`config.mk`:
```
export PLATFORM = sky130hd
export DESIGN_NAME = arithCoreTop
export DESIGN_NICKNAME = d
export VERILOG_FILES = /design/src/hdl/arithPkg.sv /design/src/hdl/cmdControl.sv /design/src/hdl/mulStepper.sv /design/src/hdl/addSubUnit.sv /design/src/hdl/operandRegs.sv /design/src/hdl/arithCoreTop.sv
export SDC_FILE = /design/constraint.sdc
export NUM_CORES = 1
export LEC_CHECK = 0
export ABC_AREA = 1
export BUFFER_PORTS_ARGS = -buffer_cell sky130_fd_sc_hd__buf_2
export CAP_MARGIN = 20
export CORE_MARGIN = 10
export CORE_UTILIZATION = 40
export DETAILED_ROUTE_END_ITERATION = 10
export SETUP_SLACK_MARGIN = 0.15
export SLEW_MARGIN = 10
export SYNTH_ARGS = -nofsm -noshare
export SYNTH_HDL_FRONTEND = slang
export SYNTH_SLANG_ARGS = --single-unit
```
`constraint.sdc`:
```
create_clock -name CLK -period 6.6 [get_ports CLK]
set_clock_uncertainty 0.15 [all_clocks]
set_input_delay 0.66 -clock CLK [delete_from_list [all_inputs] [get_ports CLK]]
set_output_delay 0.66 -clock CLK [all_outputs]
set_load 0.02 [all_outputs]
```
`src/hdl/arithPkg.sv`:
```
package arithPkg;

  ////////////////////
  // Widths

  // Byte-wide command and data ports
  localparam int ByteWidth = 8;
  // Operand registers and adder
  localparam int WordWidth = 16;
  // One shift-and-add step per multiplier bit
  localparam int MulSteps = ByteWidth;

  typedef logic [ByteWidth-1:0] byte_t;
  typedef logic [WordWidth-1:0] word_t;
  typedef logic [2:0] stepCount_t;

  ////////////////////
  // Command encodings

  typedef logic [1:0] opcode_t;

  localparam opcode_t OpLoad = 2'd0;
  localparam opcode_t OpAdd = 2'd1;
  localparam opcode_t OpSub = 2'd2;
  localparam opcode_t OpMul = 2'd3;

  // Register byte select, shared by loads and the read mux
  typedef logic [1:0] regSel_t;

  localparam regSel_t SelALow = 2'd0;
  localparam regSel_t SelAHigh = 2'd1;
  localparam regSel_t SelBLow = 2'd2;
  localparam regSel_t SelBHigh = 2'd3;

  ////////////////////
  // Control FSM

  typedef enum logic [1:0]
  {
    Idle,
    Apply,
    AddSub,
    Multiply
  } ctrlState_e;

endpackage

```
`src/hdl/cmdControl.sv`:
```
`timescale 1ns/1ps

module cmdControl
(
  input  logic              CLK,
  input  logic              RST,
  input  logic              start,
  input  arithPkg::opcode_t opcode,
  input  arithPkg::regSel_t regSel,
  input  logic              write,
  input  logic              useRegA,
  input  logic              signedMode,
  input  arithPkg::byte_t   dataIn,
  input  logic              lastStep,
  output arithPkg::byte_t   latchedByte,
  output arithPkg::regSel_t latchedSel,
  output logic              latchedUseA,
  output logic              latchedSigned,
  output logic              loadByte,
  output logic              setReadSel,
  output logic              mulInit,
  output logic              mulStep,
  output logic              mulActive,
  output logic              subtract,
  output logic              writeB,
  output logic              setFlags,
  output logic              busy,
  output logic              done,
  output logic              error
);

  arithPkg::ctrlState_e state;
  arithPkg::ctrlState_e stateNext;
  arithPkg::opcode_t    latchedOp;
  logic                 latchedWrite;
  logic                 applyLoad;
  logic                 finalStep;

  ////////////////////
  // Command latch

  // A start outside Idle is dropped
  always_ff @(posedge CLK or negedge RST)
  begin
    if (!RST)
    begin
      latchedOp     <= arithPkg::OpLoad;
      latchedSel    <= arithPkg::SelALow;
      latchedByte   <= '0;
      latchedWrite  <= 1'b0;
      latchedUseA   <= 1'b0;
      latchedSigned <= 1'b0;
    end
    else if (start && state == arithPkg::Idle)
    begin
      latchedOp     <= opcode;
      latchedSel    <= regSel;
      latchedByte   <= dataIn;
      latchedWrite  <= write;
      latchedUseA   <= useRegA;
      latchedSigned <= signedMode;
    end
  end

  ////////////////////
  // Sequencer

  always_comb
  begin
    stateNext = state;
    case (state)
      arithPkg::Idle:
      begin
        if (start)
          stateNext = arithPkg::Apply;
      end
      arithPkg::Apply:
      begin
        case (latchedOp)
          arithPkg::OpLoad: stateNext = arithPkg::Idle;
          arithPkg::OpMul:  stateNext = arithPkg::Multiply;
          default:          stateNext = arithPkg::AddSub;
        endcase
      end
      arithPkg::AddSub:
        stateNext = arithPkg::Idle;
      arithPkg::Multiply:
      begin
        if (lastStep)
          stateNext = arithPkg::Idle;
      end
      default:
        stateNext = arithPkg::Idle;
    endcase
  end

  always_ff @(posedge CLK or negedge RST)
  begin
    if (!RST)
      state <= arithPkg::Idle;
    else
      state <= stateNext;
  end

  // Strobes decoded from state
  assign applyLoad = (state == arithPkg::Apply) && (latchedOp == arithPkg::OpLoad);
  assign loadByte = applyLoad && latchedWrite;
  assign setReadSel = applyLoad && !latchedWrite;
  assign mulInit = (state == arithPkg::Apply) && (latchedOp == arithPkg::OpMul);
  assign mulActive = (state == arithPkg::Multiply);
  assign mulStep = mulActive;
  assign finalStep = mulActive && lastStep;
  assign writeB = (state == arithPkg::AddSub) || mulActive;
  assign setFlags = (state == arithPkg::AddSub) || finalStep;

  // Signed multiply weights the top multiplier bit negatively
  assign subtract = ((state == arithPkg::AddSub) && (latchedOp == arithPkg::OpSub)) ||
                    (finalStep && latchedSigned);

  assign busy = (state == arithPkg::AddSub) || mulActive;

  ////////////////////
  // Done and error

  always_ff @(posedge CLK or negedge RST)
  begin
    if (!RST)
    begin
      done  <= 1'b0;
      error <= 1'b0;
    end
    else
    begin
      done <= applyLoad || (state == arithPkg::AddSub) || finalStep;
      // Sticky until reset
      if (busy && (signedMode != latchedSigned))
        error <= 1'b1;
    end
  end

endmodule

```
`src/hdl/mulStepper.sv`:
```
`timescale 1ns/1ps

module mulStepper
(
  input  logic            CLK,
  input  logic            RST,
  input  logic            mulInit,
  input  logic            mulStep,
  input  arithPkg::word_t regA,
  input  arithPkg::byte_t latchedByte,
  output arithPkg::word_t addend,
  output logic            lastStep
);

  // Multiplicand shadow, A shifted left by the step index
  arithPkg::word_t      shadow;
  // Remaining multiplier bits, current bit at the bottom
  arithPkg::byte_t      multiplier;
  arithPkg::stepCount_t stepCount;

  ////////////////////
  // Step registers

  always_ff @(posedge CLK or negedge RST)
  begin
    if (!RST)
    begin
      shadow     <= '0;
      multiplier <= '0;
      stepCount  <= '0;
    end
    else if (mulInit)
    begin
      shadow     <= regA;
      multiplier <= latchedByte;
      stepCount  <= '0;
    end
    else if (mulStep)
    begin
      shadow     <= shadow << 1;
      multiplier <= multiplier >> 1;
      stepCount  <= stepCount + 3'd1;
    end
  end

  // Partial product for this step
  assign addend = multiplier[0] ? shadow : '0;

  assign lastStep = (stepCount == arithPkg::stepCount_t'(arithPkg::MulSteps - 1));

endmodule

```
`src/hdl/addSubUnit.sv`:
```
`timescale 1ns/1ps

module addSubUnit
(
  input  arithPkg::word_t accum,
  input  arithPkg::word_t regA,
  input  arithPkg::byte_t latchedByte,
  input  arithPkg::word_t stepAddend,
  input  logic            mulActive,
  input  logic            useA,
  input  logic            signedMode,
  input  logic            subtract,
  output arithPkg::word_t sum,
  output logic            overflow,
  output logic            negative
);

  localparam int Msb = arithPkg::WordWidth - 1;

  arithPkg::word_t extByte;
  arithPkg::word_t operand;
  arithPkg::word_t addend;
  logic            carryOut;

  ////////////////////
  // Operand select

  assign extByte = {{(arithPkg::WordWidth - arithPkg::ByteWidth)
                     {signedMode & latchedByte[arithPkg::ByteWidth-1]}}, latchedByte};
  assign operand = mulActive ? stepAddend : (useA ? regA : extByte);

  // Subtract as invert plus carry-in
  assign addend = subtract ? ~operand : operand;
  assign {carryOut, sum} = {1'b0, accum} + {1'b0, addend} +
                           {{arithPkg::WordWidth{1'b0}}, subtract};

  ////////////////////
  // Flags

  always_comb
  begin
    if (mulActive)
    begin
      overflow = 1'b0;
      negative = signedMode & sum[Msb];
    end
    else if (signedMode)
    begin
      // Same-sign inputs, different-sign result
      overflow = (accum[Msb] == addend[Msb]) && (sum[Msb] != accum[Msb]);
      negative = sum[Msb];
    end
    else
    begin
      // Borrow is the missing carry
      overflow = subtract ? ~carryOut : carryOut;
      negative = subtract & ~carryOut;
    end
  end

endmodule

```
`src/hdl/operandRegs.sv`:
```
`timescale 1ns/1ps

module operandRegs
(
  input  logic              CLK,
  input  logic              RST,
  input  logic              loadByte,
  input  logic              setReadSel,
  input  logic              writeB,
  input  logic              setFlags,
  input  arithPkg::regSel_t latchedSel,
  input  arithPkg::byte_t   latchedByte,
  input  arithPkg::word_t   sum,
  input  logic              sumOverflow,
  input  logic              sumNegative,
  output arithPkg::word_t   regA,
  output arithPkg::word_t   regB,
  output arithPkg::byte_t   dataOut,
  output logic              overflow,
  output logic              negative
);

  localparam int LowMsb = arithPkg::ByteWidth - 1;
  localparam int HighLsb = arithPkg::ByteWidth;
  localparam int HighMsb = arithPkg::WordWidth - 1;

  arithPkg::regSel_t readSel;
  arithPkg::regSel_t readSelNext;
  arithPkg::word_t   aNext;
  arithPkg::word_t   bNext;
  arithPkg::byte_t   dataOutNext;

  ////////////////////
  // Next register values

  always_comb
  begin
    aNext = regA;
    bNext = regB;
    readSelNext = readSel;
    if (loadByte)
    begin
      case (latchedSel)
        arithPkg::SelALow:  aNext[LowMsb:0] = latchedByte;
        arithPkg::SelAHigh: aNext[HighMsb:HighLsb] = latchedByte;
        arithPkg::SelBLow:  bNext[LowMsb:0] = latchedByte;
        default:            bNext[HighMsb:HighLsb] = latchedByte;
      endcase
    end
    if (writeB)
      bNext = sum;
    if (setReadSel)
      readSelNext = latchedSel;
  end

  // Output mux looks at next values so dataOut tracks the registers
  always_comb
  begin
    case (readSelNext)
      arithPkg::SelALow:  dataOutNext = aNext[LowMsb:0];
      arithPkg::SelAHigh: dataOutNext = aNext[HighMsb:HighLsb];
      arithPkg::SelBLow:  dataOutNext = bNext[LowMsb:0];
      default:            dataOutNext = bNext[HighMsb:HighLsb];
    endcase
  end

  ////////////////////
  // Registers

  always_ff @(posedge CLK or negedge RST)
  begin
    if (!RST)
    begin
      regA    <= '0;
      regB    <= '0;
      readSel <= arithPkg::SelALow;
      dataOut <= '0;
    end
    else
    begin
      regA    <= aNext;
      regB    <= bNext;
      readSel <= readSelNext;
      dataOut <= dataOutNext;
    end
  end

  // Flags hold until the next arithmetic result
  always_ff @(posedge CLK or negedge RST)
  begin
    if (!RST)
    begin
      overflow <= 1'b0;
      negative <= 1'b0;
    end
    else if (setFlags)
    begin
      overflow <= sumOverflow;
      negative <= sumNegative;
    end
  end

endmodule

```
`src/hdl/arithCoreTop.sv`:
```
`timescale 1ns/1ps

module arithCoreTop
(
  input  logic              CLK,
  input  logic              RST,
  input  logic              start,
  input  arithPkg::opcode_t opcode,
  input  arithPkg::regSel_t regSel,
  input  logic              write,
  input  logic              useRegA,
  input  logic              signedMode,
  input  arithPkg::byte_t   dataIn,
  output arithPkg::byte_t   dataOut,
  output logic              overflow,
  output logic              negative,
  output logic              busy,
  output logic              done,
  output logic              error
);

  // Latched command fields
  arithPkg::byte_t   latchedByte;
  arithPkg::regSel_t latchedSel;
  logic              latchedUseA;
  logic              latchedSigned;

  // Control strobes
  logic loadByte;
  logic setReadSel;
  logic mulInit;
  logic mulStep;
  logic mulActive;
  logic subtract;
  logic writeB;
  logic setFlags;
  logic lastStep;

  // Datapath
  arithPkg::word_t regA;
  arithPkg::word_t regB;
  arithPkg::word_t stepAddend;
  arithPkg::word_t sum;
  logic            sumOverflow;
  logic            sumNegative;

  ////////////////////
  // Control

  cmdControl u_cmdControl
  (
    .CLK           (CLK),
    .RST           (RST),
    .start         (start),
    .opcode        (opcode),
    .regSel        (regSel),
    .write         (write),
    .useRegA       (useRegA),
    .signedMode    (signedMode),
    .dataIn        (dataIn),
    .lastStep      (lastStep),
    .latchedByte   (latchedByte),
    .latchedSel    (latchedSel),
    .latchedUseA   (latchedUseA),
    .latchedSigned (latchedSigned),
    .loadByte      (loadByte),
    .setReadSel    (setReadSel),
    .mulInit       (mulInit),
    .mulStep       (mulStep),
    .mulActive     (mulActive),
    .subtract      (subtract),
    .writeB        (writeB),
    .setFlags      (setFlags),
    .busy          (busy),
    .done          (done),
    .error         (error)
  );

  ////////////////////
  // Datapath

  mulStepper u_mulStepper
  (
    .CLK         (CLK),
    .RST         (RST),
    .mulInit     (mulInit),
    .mulStep     (mulStep),
    .regA        (regA),
    .latchedByte (latchedByte),
    .addend      (stepAddend),
    .lastStep    (lastStep)
  );

  // B is always the accumulator of the shared adder
  addSubUnit u_addSubUnit
  (
    .accum       (regB),
    .regA        (regA),
    .latchedByte (latchedByte),
    .stepAddend  (stepAddend),
    .mulActive   (mulActive),
    .useA        (latchedUseA),
    .signedMode  (latchedSigned),
    .subtract    (subtract),
    .sum         (sum),
    .overflow    (sumOverflow),
    .negative    (sumNegative)
  );

  operandRegs u_operandRegs
  (
    .CLK         (CLK),
    .RST         (RST),
    .loadByte    (loadByte),
    .setReadSel  (setReadSel),
    .writeB      (writeB),
    .setFlags    (setFlags),
    .latchedSel  (latchedSel),
    .latchedByte (latchedByte),
    .sum         (sum),
    .sumOverflow (sumOverflow),
    .sumNegative (sumNegative),
    .regA        (regA),
    .regB        (regB),
    .dataOut     (dataOut),
    .overflow    (overflow),
    .negative    (negative)
  );

endmodule

```
==> out/qor.yml <==
min_period_ns: 4.679
fp.dieH_um: 135.2
core_area_um2: 13140
slew_viol_final: 0
cts_resized: 0
postCtsSetupBuffers: 0
grt_pass1_vias: 4496
vias_per_cell: 5.497
gr-total-overflow: 0
cp_top_family: "simple AND/OR/NAND/NOR gates"
antenna_cells: 0
syn_to_final_growth_pct: 10.30
finalSetupTns_ns: 0
status: "complete, no violations"
ys_seq_area_frac: 0.4241
routabilityCongestion: 0.9893
netlist_area_um2: 5310
synth_nets: 696
root_buffer: "clkbuf_16"
final_nets: 716
hold_buffers: 0
synth.avg_cell_area_um2: 8.058
synth_ff_type: "dfrtp_1"
yosys_warnings: 0
vias: 4727
die_area_um2: 18280
use_met3: 0.03338
setup_ws_ns: 1.921
wl_per_cell_um: 18.29
drtIter0Drc: 574
arrival_ns: 4.77
fp.dieW_um: 135.2
cts_sinks: 90
use_met2: 0.2740
crit_path_end_kind: "register"
grt_pass1_wl_mm: 25.38
netlist.area_leader.share: 0.4241
crit_fanout: 33
relSlewSlack: 0.3166
fmax_mhz: 213.7
crit_path_start_kind: "register"
cts-htree-levels: 3
postRouteAntennaNets: 0
worstPathCellList: "nand2_4 > inv_1 > o22ai_1 > xor2_1 > ha_1 > nand2_1 > inv_1 > a21oi_1 > nor2_1 > a211oi_1 > nand3_1 > nand3_2 > o21ai_2 > nand2_2 > nand2_1"
cp_num_buf_inv: 2
synthArstFlopShare: 1.000
routed_wl_mm: 15.73
grt_max_degree: 66
dr.pass1.iters: 6
synth_edf_count: 0
pre_cts_slack_ns: 1.978
clkLatencyLatePin_ns: 0.35
fillers: 1327
port_buffers: 30
max_slew.worst_pin.slew_ns: 1.022
antenna_found_initial: 0
cts_tree: "done"
finalHoldViolations: 0
ios: 31
ys_ff_latch: 90
drive_gt1_frac: 0.1257
busiest_layer: "met2"
dpl.hpwl_mm: 11.84
drv_cap: 0
num_rows: 42
synth_common_cells: "nand2_1 (113), dfrtp_1 (90), inv_1 (88), nor2_1 (54), a21oi_1 (50)"
met1_usage: 0.2482
ys_top_cells_by_area: "dfrtp_1 (42%), nand2_1 (8.0%), inv_1 (6.2%)"
max_stage_delay_ns: 0.96
drc: 0
cpMaxStageDelayCell: "dfrtp_1"
setup_viol: 0
path_class: "reg2reg"
rsz0062_at_grt: "no"
clk_pin_slew_ns: 0.06
start_util: 0.4042
clock_path_buffers: 2
numCtsBuffers: 9
min_path_type: "in2async"
fin_crit_sh: 0.7090
synth_cell_types: 47
crit_required_ns: 6.69
grt_usage: 0.1779
synth_cells: 659
yosysMostFrequentCell: "nand2_1"
yosys.area.top_type: "dfrtp_1"
[cells by family after synthesis]
| kind of cell | Yosys count | share of synthesized area |
|---|---|---|
| AO/OA/AOI/OAI | 168 | 0.1960 |
| XOR/XNOR | 17 | 0.02804 |
| multiplexers | 2 | 0.004241 |
| adder cells (fa/ha/maj) | 19 | 0.04618 |
| buffers and inverters | 117 | 0.08671 |
| flip-flops | 90 | 0.4241 |
| AND/OR/NAND/NOR | 246 | 0.2147 |
[stage by stage]
stage               std cells  instance area [µm²]  hold slack [ns]  utilization
floorplan                 659                 5310           0.2144            -
global placement          844                 5590           0.3047       0.4255
detailed placement        844                 5590           0.3150       0.4255
CTS                       860                 5857          0.07201       0.4458
global route              860                 5857          0.08354       0.4458
finish                    860                 5857          0.06670       0.4458
[path summary, 6_finish.rpt]
kind	start	cells past startpoint	slack, ns	end
setup / recovery	u_cmdControl.state[1]$_DFFE_PN0P_	15	1.92	u_operandRegs.dataOut[7]$_DFF_PN0_
hold / removal	RST	1	0.07	u_operandRegs.dataOut[3]$_DFF_PN0_
setup reg to reg	u_cmdControl.state[1]$_DFFE_PN0P_	15	1.92	u_operandRegs.dataOut[7]$_DFF_PN0_
hold reg to reg	u_mulStepper.stepCount[0]$_DFFE_PN0P_	1	0.33	u_mulStepper.stepCount[0]$_DFFE_PN0P_
max in group asynchronous	RST	2	5.04	u_operandRegs.regA[0]$_DFF_PN0_
min in group CLK	u_mulStepper.stepCount[0]$_DFFE_PN0P_	1	0.33	u_mulStepper.stepCount[0]$_DFFE_PN0P_
[metal layers]
metal	up-vias	wire length (µm)
met3	27	1070
met1	2267	7128
met4	0	335
li1	2253	-
met2	180	7192
met5	-	0
[layout make-up]
type,count,area (µm²),area share
Tap cell,176,220.2,0.03760
Clock buffer,14,254.0,0.04337
Clock inverter,2,12.51,0.002136
Multi-Input combinational cell,452,2597,0.4435
Sequential cell,90,2252,0.3845
Timing Repair Buffer,32,167.7,0.02863
Inverter,94,352.8,0.06024
[sequential cells by signal, indices dropped and copies added, names as in the netlist, 2 cells and up]
signal,count
u_mulStepper.shadow,16
u_operandRegs.regA,16
u_operandRegs.regB,16
u_cmdControl.latchedByte,8
u_mulStepper.multiplier,8
u_operandRegs.dataOut,8
u_mulStepper.stepCount,3
u_cmdControl.latchedOp,2
u_cmdControl.latchedSel,2
u_cmdControl.state,2
u_operandRegs.readSel,2
[cells in the final DEF, fill, tap and decap left out, drive strengths merged]
cell | netlist | routed
a21boi | 2 | 2
a21oi | 50 | 50
xnor2 | 2 | 2
xor2 | 15 | 15
nand2 | 125 | 125
dfrtp | 90 | 90
fa | 1 | 1
a2bb2oi | 1 | 1
nor2 | 62 | 62
o22ai | 12 | 12
clkinv | 1 | 2
clkbuf | 13 | 14
inv | 93 | 93
a221oi | 3 | 3
a22oi | 7 | 7
nand3b | 2 | 2
o31ai | 2 | 2
o21ai | 50 | 50
nand3 | 46 | 46
mux2 | 2 | 2
or2 | 3 | 3
clkinvlp | 0 | 1
nand4 | 1 | 1
and2 | 5 | 5
nor3 | 2 | 2
a21o | 3 | 3
o221ai | 17 | 17
o211ai | 12 | 12
ha | 18 | 18
o21bai | 4 | 4
a31oi | 2 | 2
a211oi | 3 | 3
buf | 10 | 32
Power is not shown: default switching activity piles up to over one toggle a cycle in this logic, so the estimate is an artifact.
